File: config.mk
export PLATFORM = sky130hd
export DESIGN_NAME = ahbl_decoder
export DESIGN_NICKNAME = d
export VERILOG_FILES = /design/src/design/periph_pkg.sv /design/src/design/ahbl_decoder.sv
export SDC_FILE = /design/constraint.sdc
export NUM_CORES = 1
export LEC_CHECK = 0
export BUFFER_PORTS_ARGS = -buffer_cell sky130_fd_sc_hd__buf_2
export CAP_MARGIN = 10
export CORE_AREA = 2 2 85 87
export DETAILED_ROUTE_END_ITERATION = 12
export DIE_AREA = 0 0 87 89
export PLACE_DENSITY = 0.7
export REMOVE_ABC_BUFFERS = 1
export SKIP_LAST_GASP = 1
export SYNTH_ARGS = -nofsm -noshare
export SYNTH_HDL_FRONTEND = slang
export SYNTH_SLANG_ARGS = --single-unit
File: constraint.sdc
create_clock -name clk -period 0.95 [get_ports clk]
set_input_delay 0.0475 -clock clk [delete_from_list [all_inputs] [get_ports clk]]
set_output_delay 0.0475 -clock clk [all_outputs]
set_load 0.02 [all_outputs]
File: src/design/periph_pkg.sv
// Shared widths, address map and AHB/APB types; peripheral registers are 32-bit word offsets
package periph_pkg;

// ====================
// Widths and sizes
// ====================
localparam int W_ADDR     = 32;
localparam int W_DATA     = 32;
localparam int W_PADDR    = 16;
localparam int N_GPIO     = 16;
localparam int N_LANES    = W_DATA / 8;
localparam int SRAM_DEPTH = 2048;
localparam int W_SRAM_IDX = $clog2(SRAM_DEPTH);
// Word index inside one 4 KiB peripheral block
localparam int W_REG_IDX  = 10;

typedef logic [W_ADDR-1:0]     addr_t;
typedef logic [W_PADDR-1:0]    paddr_t;
typedef logic [W_DATA-1:0]     data_t;
typedef logic [N_GPIO-1:0]     gpio_t;
typedef logic [W_SRAM_IDX-1:0] sram_idx_t;
typedef logic [W_REG_IDX-1:0]  reg_idx_t;
typedef logic [2:0]            hsize_t;

localparam hsize_t HSIZE_BYTE = 3'd0;
localparam hsize_t HSIZE_HALF = 3'd1;
localparam hsize_t HSIZE_WORD = 3'd2;

// ====================
// Address map
// ====================
localparam addr_t  SRAM_BASE   = 32'h2000_0000;
localparam addr_t  APB_BASE    = 32'h4000_0000;
localparam addr_t  REGION_MASK = 32'he000_0000;
localparam paddr_t PWM_BASE    = 16'h0000;
localparam paddr_t GPIO_BASE   = 16'h1000;
localparam paddr_t PERIPH_MASK = 16'hf000;

// Register word offsets
localparam reg_idx_t PWM_CSR   = 10'd0;
localparam reg_idx_t PWM_TOP   = 10'd1;
localparam reg_idx_t PWM_CMP   = 10'd2;
localparam reg_idx_t GPIO_OUT  = 10'd0;
localparam reg_idx_t GPIO_OE   = 10'd1;
localparam reg_idx_t GPIO_IN   = 10'd2;
localparam reg_idx_t GPIO_FSEL = 10'd3;

// Literals carry prefixes since both enums share this scope
typedef enum logic [1:0] {
	HTRANS_IDLE   = 2'b00,
	HTRANS_BUSY   = 2'b01,
	HTRANS_NONSEQ = 2'b10,
	HTRANS_SEQ    = 2'b11
} htrans_t;

typedef enum logic [1:0] {
	BR_IDLE,
	BR_SETUP,
	BR_ACCESS,
	BR_ERR2
} bridge_state_t;

// ====================
// Bus structs
// ====================
typedef struct packed {
	addr_t   haddr;
	logic    hwrite;
	htrans_t htrans;
	hsize_t  hsize;
	logic    hready;
} ahb_req_t;

typedef struct packed {
	logic  hready_resp;
	logic  hresp;
	data_t hrdata;
} ahb_resp_t;

typedef struct packed {
	paddr_t paddr;
	logic   psel;
	logic   penable;
	logic   pwrite;
	data_t  pwdata;
} apb_req_t;

typedef struct packed {
	logic  pready;
	data_t prdata;
	logic  pslverr;
} apb_resp_t;

endpackage

File: src/design/ahbl_decoder.sv
// Single-master AHB-Lite decoder; src_req.hready must carry the returned hready_resp
module ahbl_decoder (
	input  logic                  clk,
	input  logic                  reset,
	input  periph_pkg::ahb_req_t  src_req,
	output periph_pkg::ahb_resp_t src_resp,
	output periph_pkg::ahb_req_t  sram_req,
	input  periph_pkg::ahb_resp_t sram_resp,
	output periph_pkg::ahb_req_t  bridge_req,
	input  periph_pkg::ahb_resp_t bridge_resp
);

// Slave that owns the current data phase
typedef enum logic [1:0] {
	OWN_NONE,
	OWN_SRAM,
	OWN_BRIDGE,
	OWN_ERR
} owner_t;

owner_t owner;
logic   err_phase2;
logic   trans_valid;
logic   sel_sram;
logic   sel_bridge;

assign trans_valid = src_req.htrans == periph_pkg::HTRANS_NONSEQ ||
	src_req.htrans == periph_pkg::HTRANS_SEQ;
assign sel_sram   = (src_req.haddr & periph_pkg::REGION_MASK) == periph_pkg::SRAM_BASE;
assign sel_bridge = (src_req.haddr & periph_pkg::REGION_MASK) == periph_pkg::APB_BASE;

// Unselected slaves only ever see IDLE
always_comb begin
	sram_req   = src_req;
	bridge_req = src_req;
	if (!sel_sram)
		sram_req.htrans = periph_pkg::HTRANS_IDLE;
	if (!sel_bridge)
		bridge_req.htrans = periph_pkg::HTRANS_IDLE;
end

always_ff @(posedge clk) begin
	if (reset) begin
		owner      <= OWN_NONE;
		err_phase2 <= 1'b0;
	end else if (src_req.hready) begin
		err_phase2 <= 1'b0;
		if (!trans_valid)
			owner <= OWN_NONE;
		else if (sel_sram)
			owner <= OWN_SRAM;
		else if (sel_bridge)
			owner <= OWN_BRIDGE;
		else
			owner <= OWN_ERR;
	end else if (owner == OWN_ERR) begin
		// First error cycle done, release hready next
		err_phase2 <= 1'b1;
	end
end

always_comb begin
	case (owner)
		OWN_SRAM:   src_resp = sram_resp;
		OWN_BRIDGE: src_resp = bridge_resp;
		OWN_ERR:    src_resp = '{hready_resp: err_phase2, hresp: 1'b1, hrdata: '0};
		default:    src_resp = '{hready_resp: 1'b1, hresp: 1'b0, hrdata: '0};
	endcase
end

// A stalled data phase keeps its slave until the master sees ready
a_owner_hold: assert property (@(posedge clk) disable iff (reset)
	!src_resp.hready_resp |=> $stable(owner))
	else $error("data-phase owner changed during a wait state");

endmodule

==> impl_metrics.toml, run 1 <==
[setup_path]
cp.arrival_ns = 1.30
end_kind = "output pin"
worstSetupPathType = "flip-flop to output pin"
path_cells = "nor2b_4, buf_12, a22o_4, buf_2"
required_ns = 0.90
crit_path_max_incr_delay_ns = 0.35
cp_num_buf_inv = 2
start_kind = "flip-flop"
cpMaxStageDelayCell = "dfxtp_4"
critical_path.top_delay_family = "flip-flops"
crit_path_max_fanout = 19

[drt]
drtIter0Drc = 65
wire_per_inst_um = 31.4
drtPass1Iterations = 4
viasPerCell = 4.73
vias = 1264
ant_nets = 0
finalWirelength_um = 8370
drc = 0

[timing]
slew_headroom = 0.728
finClkSkew_ns = 0.00123
finalSetupViolCount = 34
holdWs_ns = 0.0635
fin_ws_ns = -0.394
period_needed_ns = 1.34
hold_viol_final = 0
clock.fmax_ghz = 0.744
rsz0062_at_grt = "yes"
tightest_slew_ns = 0.407
drv_slew = 0
finalCritPeriodShare = 1.41

[global_route]
grt_pass1_vias = 1241
grt_remaining_overflow = 0
grtUsageTotal = 0.205
grt_pass1_wl_um = 10400
antenna_found_initial = 0
grt_start_max_net_pins = 21

[status]
failed_checks = "negative setup slack"
outcome = "finished with violations"

[yosys]
synth_seq_cells = 3
synth.distinct_cells = 17
synth.top_cell.area_share = 0.498
ys_warn_count = 0
synth_area_leaders = "buf_4 50%, a22o_1 25%, dfxtp_1 5.3%, buf_6 4.0%, buf_8 4.0%"
synth-seq-area-share = 0.0532
syn_inst = 138
yosysTopAreaCell = "buf_4"
synth_area_per_cell_um2 = 8.19
synth_area_mm2 = 0.00113

[die]
fp-row-count = 30
dieArea_mm2 = 0.00774
ios = 221
dieHeight_um = 89
start_util = 0.168
fp.dieW_um = 87
core-area_mm2 = 0.00672

[layout]
final_util = 0.211
fin_area_mm2 = 0.00142
fin_nets = 297
drive_gt1_frac = 0.749
diodes = 0
area_growth_pct = 25.4

[power]
power_mw = 1.28
powerDensity_mw_per_mm2 = 901
ir_drop_v = 0.000613
p_leak_nw = 0.798

[clock_network]
clock_sinks = 3
cts.clk_slew.worst_paths_ns = 0.03
cts_buffers = 3
clock_tree.root_cell = "clkbuf_8"
cts_buffer_depth = 2
clock_latency_ns = 0.22
cts_setup_buffers = 0
htreeDepth = 1
tritoncts = "built"

[min_path]
hold_class = "input pin to flip-flop"

[place]
place_hpwl_um = 7480
place_area_mm2 = 0.00125
portBuffers = 121
place_congestion = 0.837
place_ws_ns = -0.399

[job]
max_cap_viol_count = 0
[path summary, 6_finish.rpt]
kind,start,end,slack [ns],cells past startpoint
setup / recovery,owner[1],src_resp[13],-0.39,4
hold reg to reg,err_phase2,err_phase2,0.52,2
hold / removal,reset,err_phase2,0.06,2
setup reg to reg,owner[0],owner[0],0.07,3
[metrics by stage]
step,setup TNS [ns],std cells
finish,-11.77,267
floorplan,-33.25,56
CTS,-12.02,267
detailed placement,-7.90,263
global placement,-6.09,263
global route,-13.67,267
[where the power goes]
part	internal [mW]	leakage, nW	switching (mW)
combinational	0.353	0.750	0.408
clock	0.287	0.0228	0.0904
sequential	0.132	0.0256	0.00679
[cell usage in the layout (no fill, tap or decap), types with 2 or more instances in the layout]
cell,netlist,routed
nor2b_4,1,2
buf_12,0,3
and2_1,4,4
clkbuf_8,0,3
a22o_4,0,3
buf_6,4,3
nor3b_1,2,2
buf_4,75,17
inv_1,3,3
buf_2,0,104
a22o_1,32,29
[routing by layer]
metal	share of wire	vias up	wire, um	track usage
li1	-	507	-	-
met1	0.32	540	2720	0.198
met2	0.39	211	3270	0.285
met3	0.28	6	2340	0.255
met4	0.0063	0	53	0.0256
met5	0	-	0	0
[flip-flops by register name, indices dropped and copies added (netlist names)]
| register | flops |
|---|---|
| owner | 2 |
| err_phase2 | 1 |
[synthesized netlist by cell type]
library cell / number
nor3b_1: 2
dfxtp_1: 3
and2_1: 4
buf_8: 3
nand3b_1: 1
o32ai_1: 2
nor3_1: 1
nor2_1: 2
mux2i_1: 1
inv_1: 3
nor2b_4: 1
a22o_1: 32
a22oi_1: 1
buf_6: 4
a21oi_1: 2
nor2b_1: 1
buf_4: 75
[kinds of logic after synthesis]
family | after synthesis | synth area share
compound gates | 37 | 0.279
simple gates | 12 | 0.0709
flops | 3 | 0.0532
buf+inv | 85 | 0.588
mux | 1 | 0.00886
[repair_timing]
action	in CTS	in global routing
gates cloned	0	0
resized for setup	28	5
hold buffers	0	0
setup endpoints to repair	35	35
[area by class of cell]
type                       instances  area (um^2)
fill                             750         5300
timing repair buffer             127          742
multi-input combinational         50          453
tap                               80          100
sequential                         3         65.1
clock buffer                       4         45.0
inverter                           3         11.3
(Power assumes the default switching activity.)
==> run 2: changes to the inputs <==
--- a/config.mk
+++ b/config.mk
@@ -7,10 +7,10 @@
 export LEC_CHECK = 0
 export BUFFER_PORTS_ARGS = -buffer_cell sky130_fd_sc_hd__buf_2
 export CAP_MARGIN = 10
-export CORE_AREA = 2 2 85 87
+export CORE_AREA = 2 2 86 88
 export DETAILED_ROUTE_END_ITERATION = 12
-export DIE_AREA = 0 0 87 89
-export PLACE_DENSITY = 0.7
+export DIE_AREA = 0 0 88 90
+export PLACE_DENSITY = 0.67
 export REMOVE_ABC_BUFFERS = 1
 export SKIP_LAST_GASP = 1
 export SYNTH_ARGS = -nofsm -noshare
==> constraint.sdc (replaced) <==
create_clock -name clk -period 1.6 [get_ports clk]
set_input_delay 0.08 -clock clk [delete_from_list [all_inputs] [get_ports clk]]
set_output_delay 0.08 -clock clk [all_outputs]
set_load 0.01 [all_outputs]
==> run 2 against run 1 <==
The run now ends clean. Utilization down 2.6 points. Clock power down 41%. Worst hold slack better by 0.012 ns. Setup slack improved by 0.52 ns. Design area fell by 8.6%. Combinational power decreased by 57%. Count of clock-buffer cells in the layout stayed put. Sequential power decreased by 39%. Clock skew is essentially flat. Global-route usage decreased by 3.6 points. Via count shrank 4.2%. First-iteration DRC count shrank 29%. Highest routed layer unchanged.
==> impl_metrics.toml, run 2 (synthesis results as in run 1) <==
[layout]
stdcell_count = 282
drive_gt1_frac = 0.705
reg.largest.list = "owner x2, err_phase2 x1"
diodes = 0
layout_common_cells = "121 x buf_2, 32 x a22o_1, 4 x and2_1, 3 x inv_1, 3 x clkbuf_8"
largest-register = "owner"
final_util = 0.184
fin_nets = 293
largest_register_ffs = 2
final_common_cell = "buf_2"
area_growth_pct = 14.6

[setup_path]
end_kind = "output pin"
cp_num_buf_inv = 2
cpMaxStageDelayCell = "dfxtp_1"
critPathLaunch = "owner[0]"
critical_path.top_delay_family = "flip-flops"
crit_cells = 4
cp.arrival_ns = 1.40
worstSetupPathType = "flip-flop to output pin"
reg2reg_from = "owner[0]"
crit_path_max_fanout = 32
start_kind = "flip-flop"
path_cells = "nor2b_2, buf_12, a22o_1, buf_2"
rrSetupSlack_ns = 0.76
required_ns = 1.52
reg2regPathDepth = 2
crit_path_max_incr_delay_ns = 0.44

[clock_network]
tritoncts = "built"
clock_sinks = 3
cts.clk_slew.worst_paths_ns = 0.03
clock_latency_ns = 0.22
htreeDepth = 1
clock_tree.root_cell = "clkbuf_8"
cts_buffers = 3
cts_buffer_depth = 2
cts_setup_buffers = 0

[die]
dieHeight_um = 90
core-area_mm2 = 0.00702
ios = 221
fp.dieW_um = 88
dieArea_mm2 = 0.00792
fp-row-count = 31
start_util = 0.161

[power]
p_leak_nw = 0.746
combPwrFrac = 0.518
powerDensity_mw_per_mm2 = 490
clkPwrFrac = 0.349
seqPwrFrac = 0.134
ir_drop_v = 0.000515
p_sw_mw = 0.214
swShare = 0.338
internal_power_mw = 0.420

[min_path]
worstHoldPathCells = 2
hp-start = "reset"
hold_class = "input pin to flip-flop"

[global_route]
grt_start_max_net_pins = 33
grt_remaining_overflow = 0
grt_pass1_vias = 1153
grtUsageTotal = 0.168
antenna_found_initial = 0
grt_pass1_wl_um = 9030

[job]
max_cap_viol_count = 0

[timing]
hold_viol_final = 0
finalCritPeriodShare = 0.924
fin_setup_tns_ns = 0
slew_headroom = 0.750
rsz0062_at_grt = "no"
tightest_slew_ns = 0.375
finalSetupViolCount = 0
finClkSkew_ns = 0.000848
clock.fmax_ghz = 0.676
period_needed_ns = 1.48
drv_slew = 0

[status]
outcome = "complete, no violations"

[drt]
ant_nets = 0
drc = 0
drtPass1Iterations = 4
finalWirelength_um = 7140
viasPerCell = 4.29
vias = 1211
drtIter0Drc = 46
wire_per_inst_um = 25.3

[place]
dp_cells = 278
place_hpwl_um = 6270
portBuffers = 121
place_congestion = 0.832
-- run 2: changes by cell type in the layout (fill, tap and decap cells not counted), moves of 3 or more --
cell,change
buf_6,-3
a22o_1,+3
buf_4,-17
a22o_4,-3
buf_2,+17
-- run 2: final timing paths --
path | to
worst max-delay path | src_resp[4]
worst min-delay path | err_phase2
worst max register to register | owner[0]
worst min register to register | owner[1]
-- run 2: area by class of cell --
| cell class | instances | area, um^2 |
|---|---|---|
| Inverter | 3 | 11.3 |
| Fill cell | 807 | 5730 |
| Tap cell | 99 | 124 |
| Multi-Input combinational cell | 50 | 408 |
| Clock buffer | 4 | 45.0 |
| Timing Repair Buffer | 123 | 646 |
| Sequential cell | 3 | 61.3 |
-- run 2: power by group through the flow --
stage	clock network, mW	logic [mW]	registers (mW)
CTS	0.226	0.335	0.0843
global route	0.233	0.360	0.0855
detailed placement	0	0.332	0.0853
floorplan	0	0.121	0.0841
finish	0.221	0.328	0.0848
global placement	0	0.334	0.0847
-- run 2: timing repair --
action / in CTS / in global routing
resized for setup: 0 / 1
endpoints found under the setup margin: 0 / 1
hold buffers: 0 / 0
-- run 2: metrics by stage --
stage | power, mW | setup slack [ns] | hold WS, ns | cell area (um^2)
final | 0.634 | 0.122 | 0.0758 | 1290
after global routing | 0.678 | 0.0237 | 0.0800 | 1290
after CTS | 0.645 | 0.0770 | 0.0702 | 1290
after detailed placement | 0.417 | 0.316 | 0.160 | 1250
after global placement | 0.419 | 0.352 | 0.160 | 1250
after floorplan | 0.205 | -0.345 | 0.157 | 477
-- run 2: routing by layer --
layer / vias up / share of wire / track usage
met2: 185 / 0.40 / 0.242
met5: - / 0 / 0.0280
met1: 522 / 0.34 / 0.162
met3: 4 / 0.26 / 0.194
li1: 500 / - / -
met4: 0 / 0.0043 / 0.0231
==> run 3: changes to the inputs <==
--- a/config.mk
+++ b/config.mk
@@ -7,10 +7,13 @@
 export LEC_CHECK = 0
 export BUFFER_PORTS_ARGS = -buffer_cell sky130_fd_sc_hd__buf_2
 export CAP_MARGIN = 10
-export CORE_AREA = 2 2 86 88
+export CELL_PAD_IN_SITES_DETAIL_PLACEMENT = 1
+export CELL_PAD_IN_SITES_GLOBAL_PLACEMENT = 1
+export CORE_UTILIZATION = 15
+export CTS_BUF_LIST = sky130_fd_sc_hd__clkbuf_8
 export DETAILED_ROUTE_END_ITERATION = 12
-export DIE_AREA = 0 0 88 90
-export PLACE_DENSITY = 0.67
+export GPL_TIMING_DRIVEN = 0
+export PLACE_DENSITY = 0.95
 export REMOVE_ABC_BUFFERS = 1
 export SKIP_LAST_GASP = 1
 export SYNTH_ARGS = -nofsm -noshare
==> run 3 against run 2 <==
Via count grew 3.0%. Design area grew 5.0%. Non-clock buffer count grew 5. Fmax shrank 0.34%. Critical endpoint is now src_resp[15]. Worst hold slack lost 0.0073 ns. Count of clock-buffer cells in the layout shrank 1. Critical path depth is the same. Clock power is essentially flat. Sequential share of layout area shrank 0.13 points.
==> impl_metrics.toml, run 3 (synthesis results as in run 1) <==
[status]
outcome = "complete, no violations"

[drt]
drc = 0
vias = 1247
finalWirelength_um = 7240
drtIter0Drc = 18
drtPass1Iterations = 4
wire_per_inst_um = 25.1
ant_nets = 0
viasPerCell = 4.33

[die]
fp.dieW_um = 88.8
dieArea_mm2 = 0.00788
dieHeight_um = 88.8
ios = 221
start_util = 0.156
fp-row-count = 31
core-area_mm2 = 0.00725

[setup_path]
path_cells = "nor2b_4, buf_4, a22o_1, buf_2"
start_kind = "flip-flop"
worstSetupPathType = "flip-flop to output pin"
critical_path.top_delay_family = "flip-flops"
required_ns = 1.52
crit_path_max_fanout = 11
cpMaxStageDelayCell = "dfxtp_2"
cp.arrival_ns = 1.40
end_kind = "output pin"
cp_num_buf_inv = 2
crit_path_max_incr_delay_ns = 0.43

[clock_network]
cts_hold_buf = 0
cts_buffer_depth = 2
clock_sinks = 3
cts_buffers = 3
clock_tree.root_cell = "clkbuf_8"
tritoncts = "built"
htreeDepth = 1
cts.clk_slew.worst_paths_ns = 0.03
clock_latency_ns = 0.22

[global_route]
grt_pass1_wl_um = 8860
grt_remaining_overflow = 0
grtUsageTotal = 0.174
antenna_found_initial = 0
grt_pass1_vias = 1116
grt_start_max_net_pins = 22

[layout]
fin_nets = 299
fin_area_mm2 = 0.00136
final_common_cell = "buf_2"
largest-register = "owner"
reg.largest.list = "owner x2, err_phase2 x1"
drive_gt1_frac = 0.720
diodes = 0
largest_register_ffs = 2
layout_common_cells = "121 x buf_2, 32 x a22o_1, 5 x buf_4, 4 x inv_1, 4 x and2_1"
area_growth_pct = 20.4

[timing]
finalSetupViolCount = 0
fin_setup_tns_ns = 0
fin_ws_ns = 0.117
hold_viol_final = 0
clock.fmax_ghz = 0.674
drv_slew = 0
rsz0062_at_grt = "no"
slew_headroom = 0.767
finClkSkew_ns = 0.00139
finalCritPeriodShare = 0.927
tightest_slew_ns = 0.349
period_needed_ns = 1.48

[place]
place_hpwl_um = 6210
portBuffers = 121
place_area_mm2 = 0.00124
place_congestion = 0.826
place_ws_ns = -0.114

[power]
p_leak_nw = 0.786
ir_drop_v = 0.000325
powerDensity_mw_per_mm2 = 481

[min_path]
hold_class = "input pin to flip-flop"

[job]
max_cap_viol_count = 0
[run 3: worst paths after layout]
path | start | endpoint | slack (ns) | depth (start not counted)
hold / removal | reset | err_phase2 | 0.07 | 2
setup / recovery | owner[0] | src_resp[15] | 0.12 | 4
hold reg to reg | err_phase2 | err_phase2 | 0.52 | 2
setup reg to reg | owner[1] | owner[1] | 0.71 | 2
[run 3: report_power, final]
| group | internal (mW) | switching, mW |
|---|---|---|
| Clock | 0.164 | 0.0591 |
| Combinational | 0.185 | 0.158 |
| Sequential | 0.0792 | 0.00923 |
[run 3: cell type report]
type	count	area [um^2]
Inverter	3	11.3
Fill cell	900	5890
Tap cell	99	124
Multi-Input combinational cell	51	427
Sequential cell	3	62.6
Clock inverter	1	3.75
Timing Repair Buffer	128	691
Clock buffer	3	41.3
[run 3: metal layers]
layer,track usage,routed length [um],vias up
met1,0.143,2130,536
li1,-,-,513
met4,0.0440,70,4
met5,0.130,118,-
met3,0.193,1830,12
met2,0.265,3090,182
[run 3: through the flow]
step / total power [mW] / util / hold WS [ns] / instances
floorplan: 0.205 / - / 0.157 / 56
global placement: 0.393 / 0.166 / 0.160 / 276
detailed placement: 0.410 / 0.170 / 0.160 / 277
CTS: 0.670 / 0.188 / 0.0646 / 288
global route: 0.707 / 0.188 / 0.0757 / 288
finish: 0.654 / 0.188 / 0.0685 / 288
[run 3: repair_timing]
action,in CTS,in global routing
setup endpoints to repair,33,0
buffers inserted,6,0
resized for setup,4,0
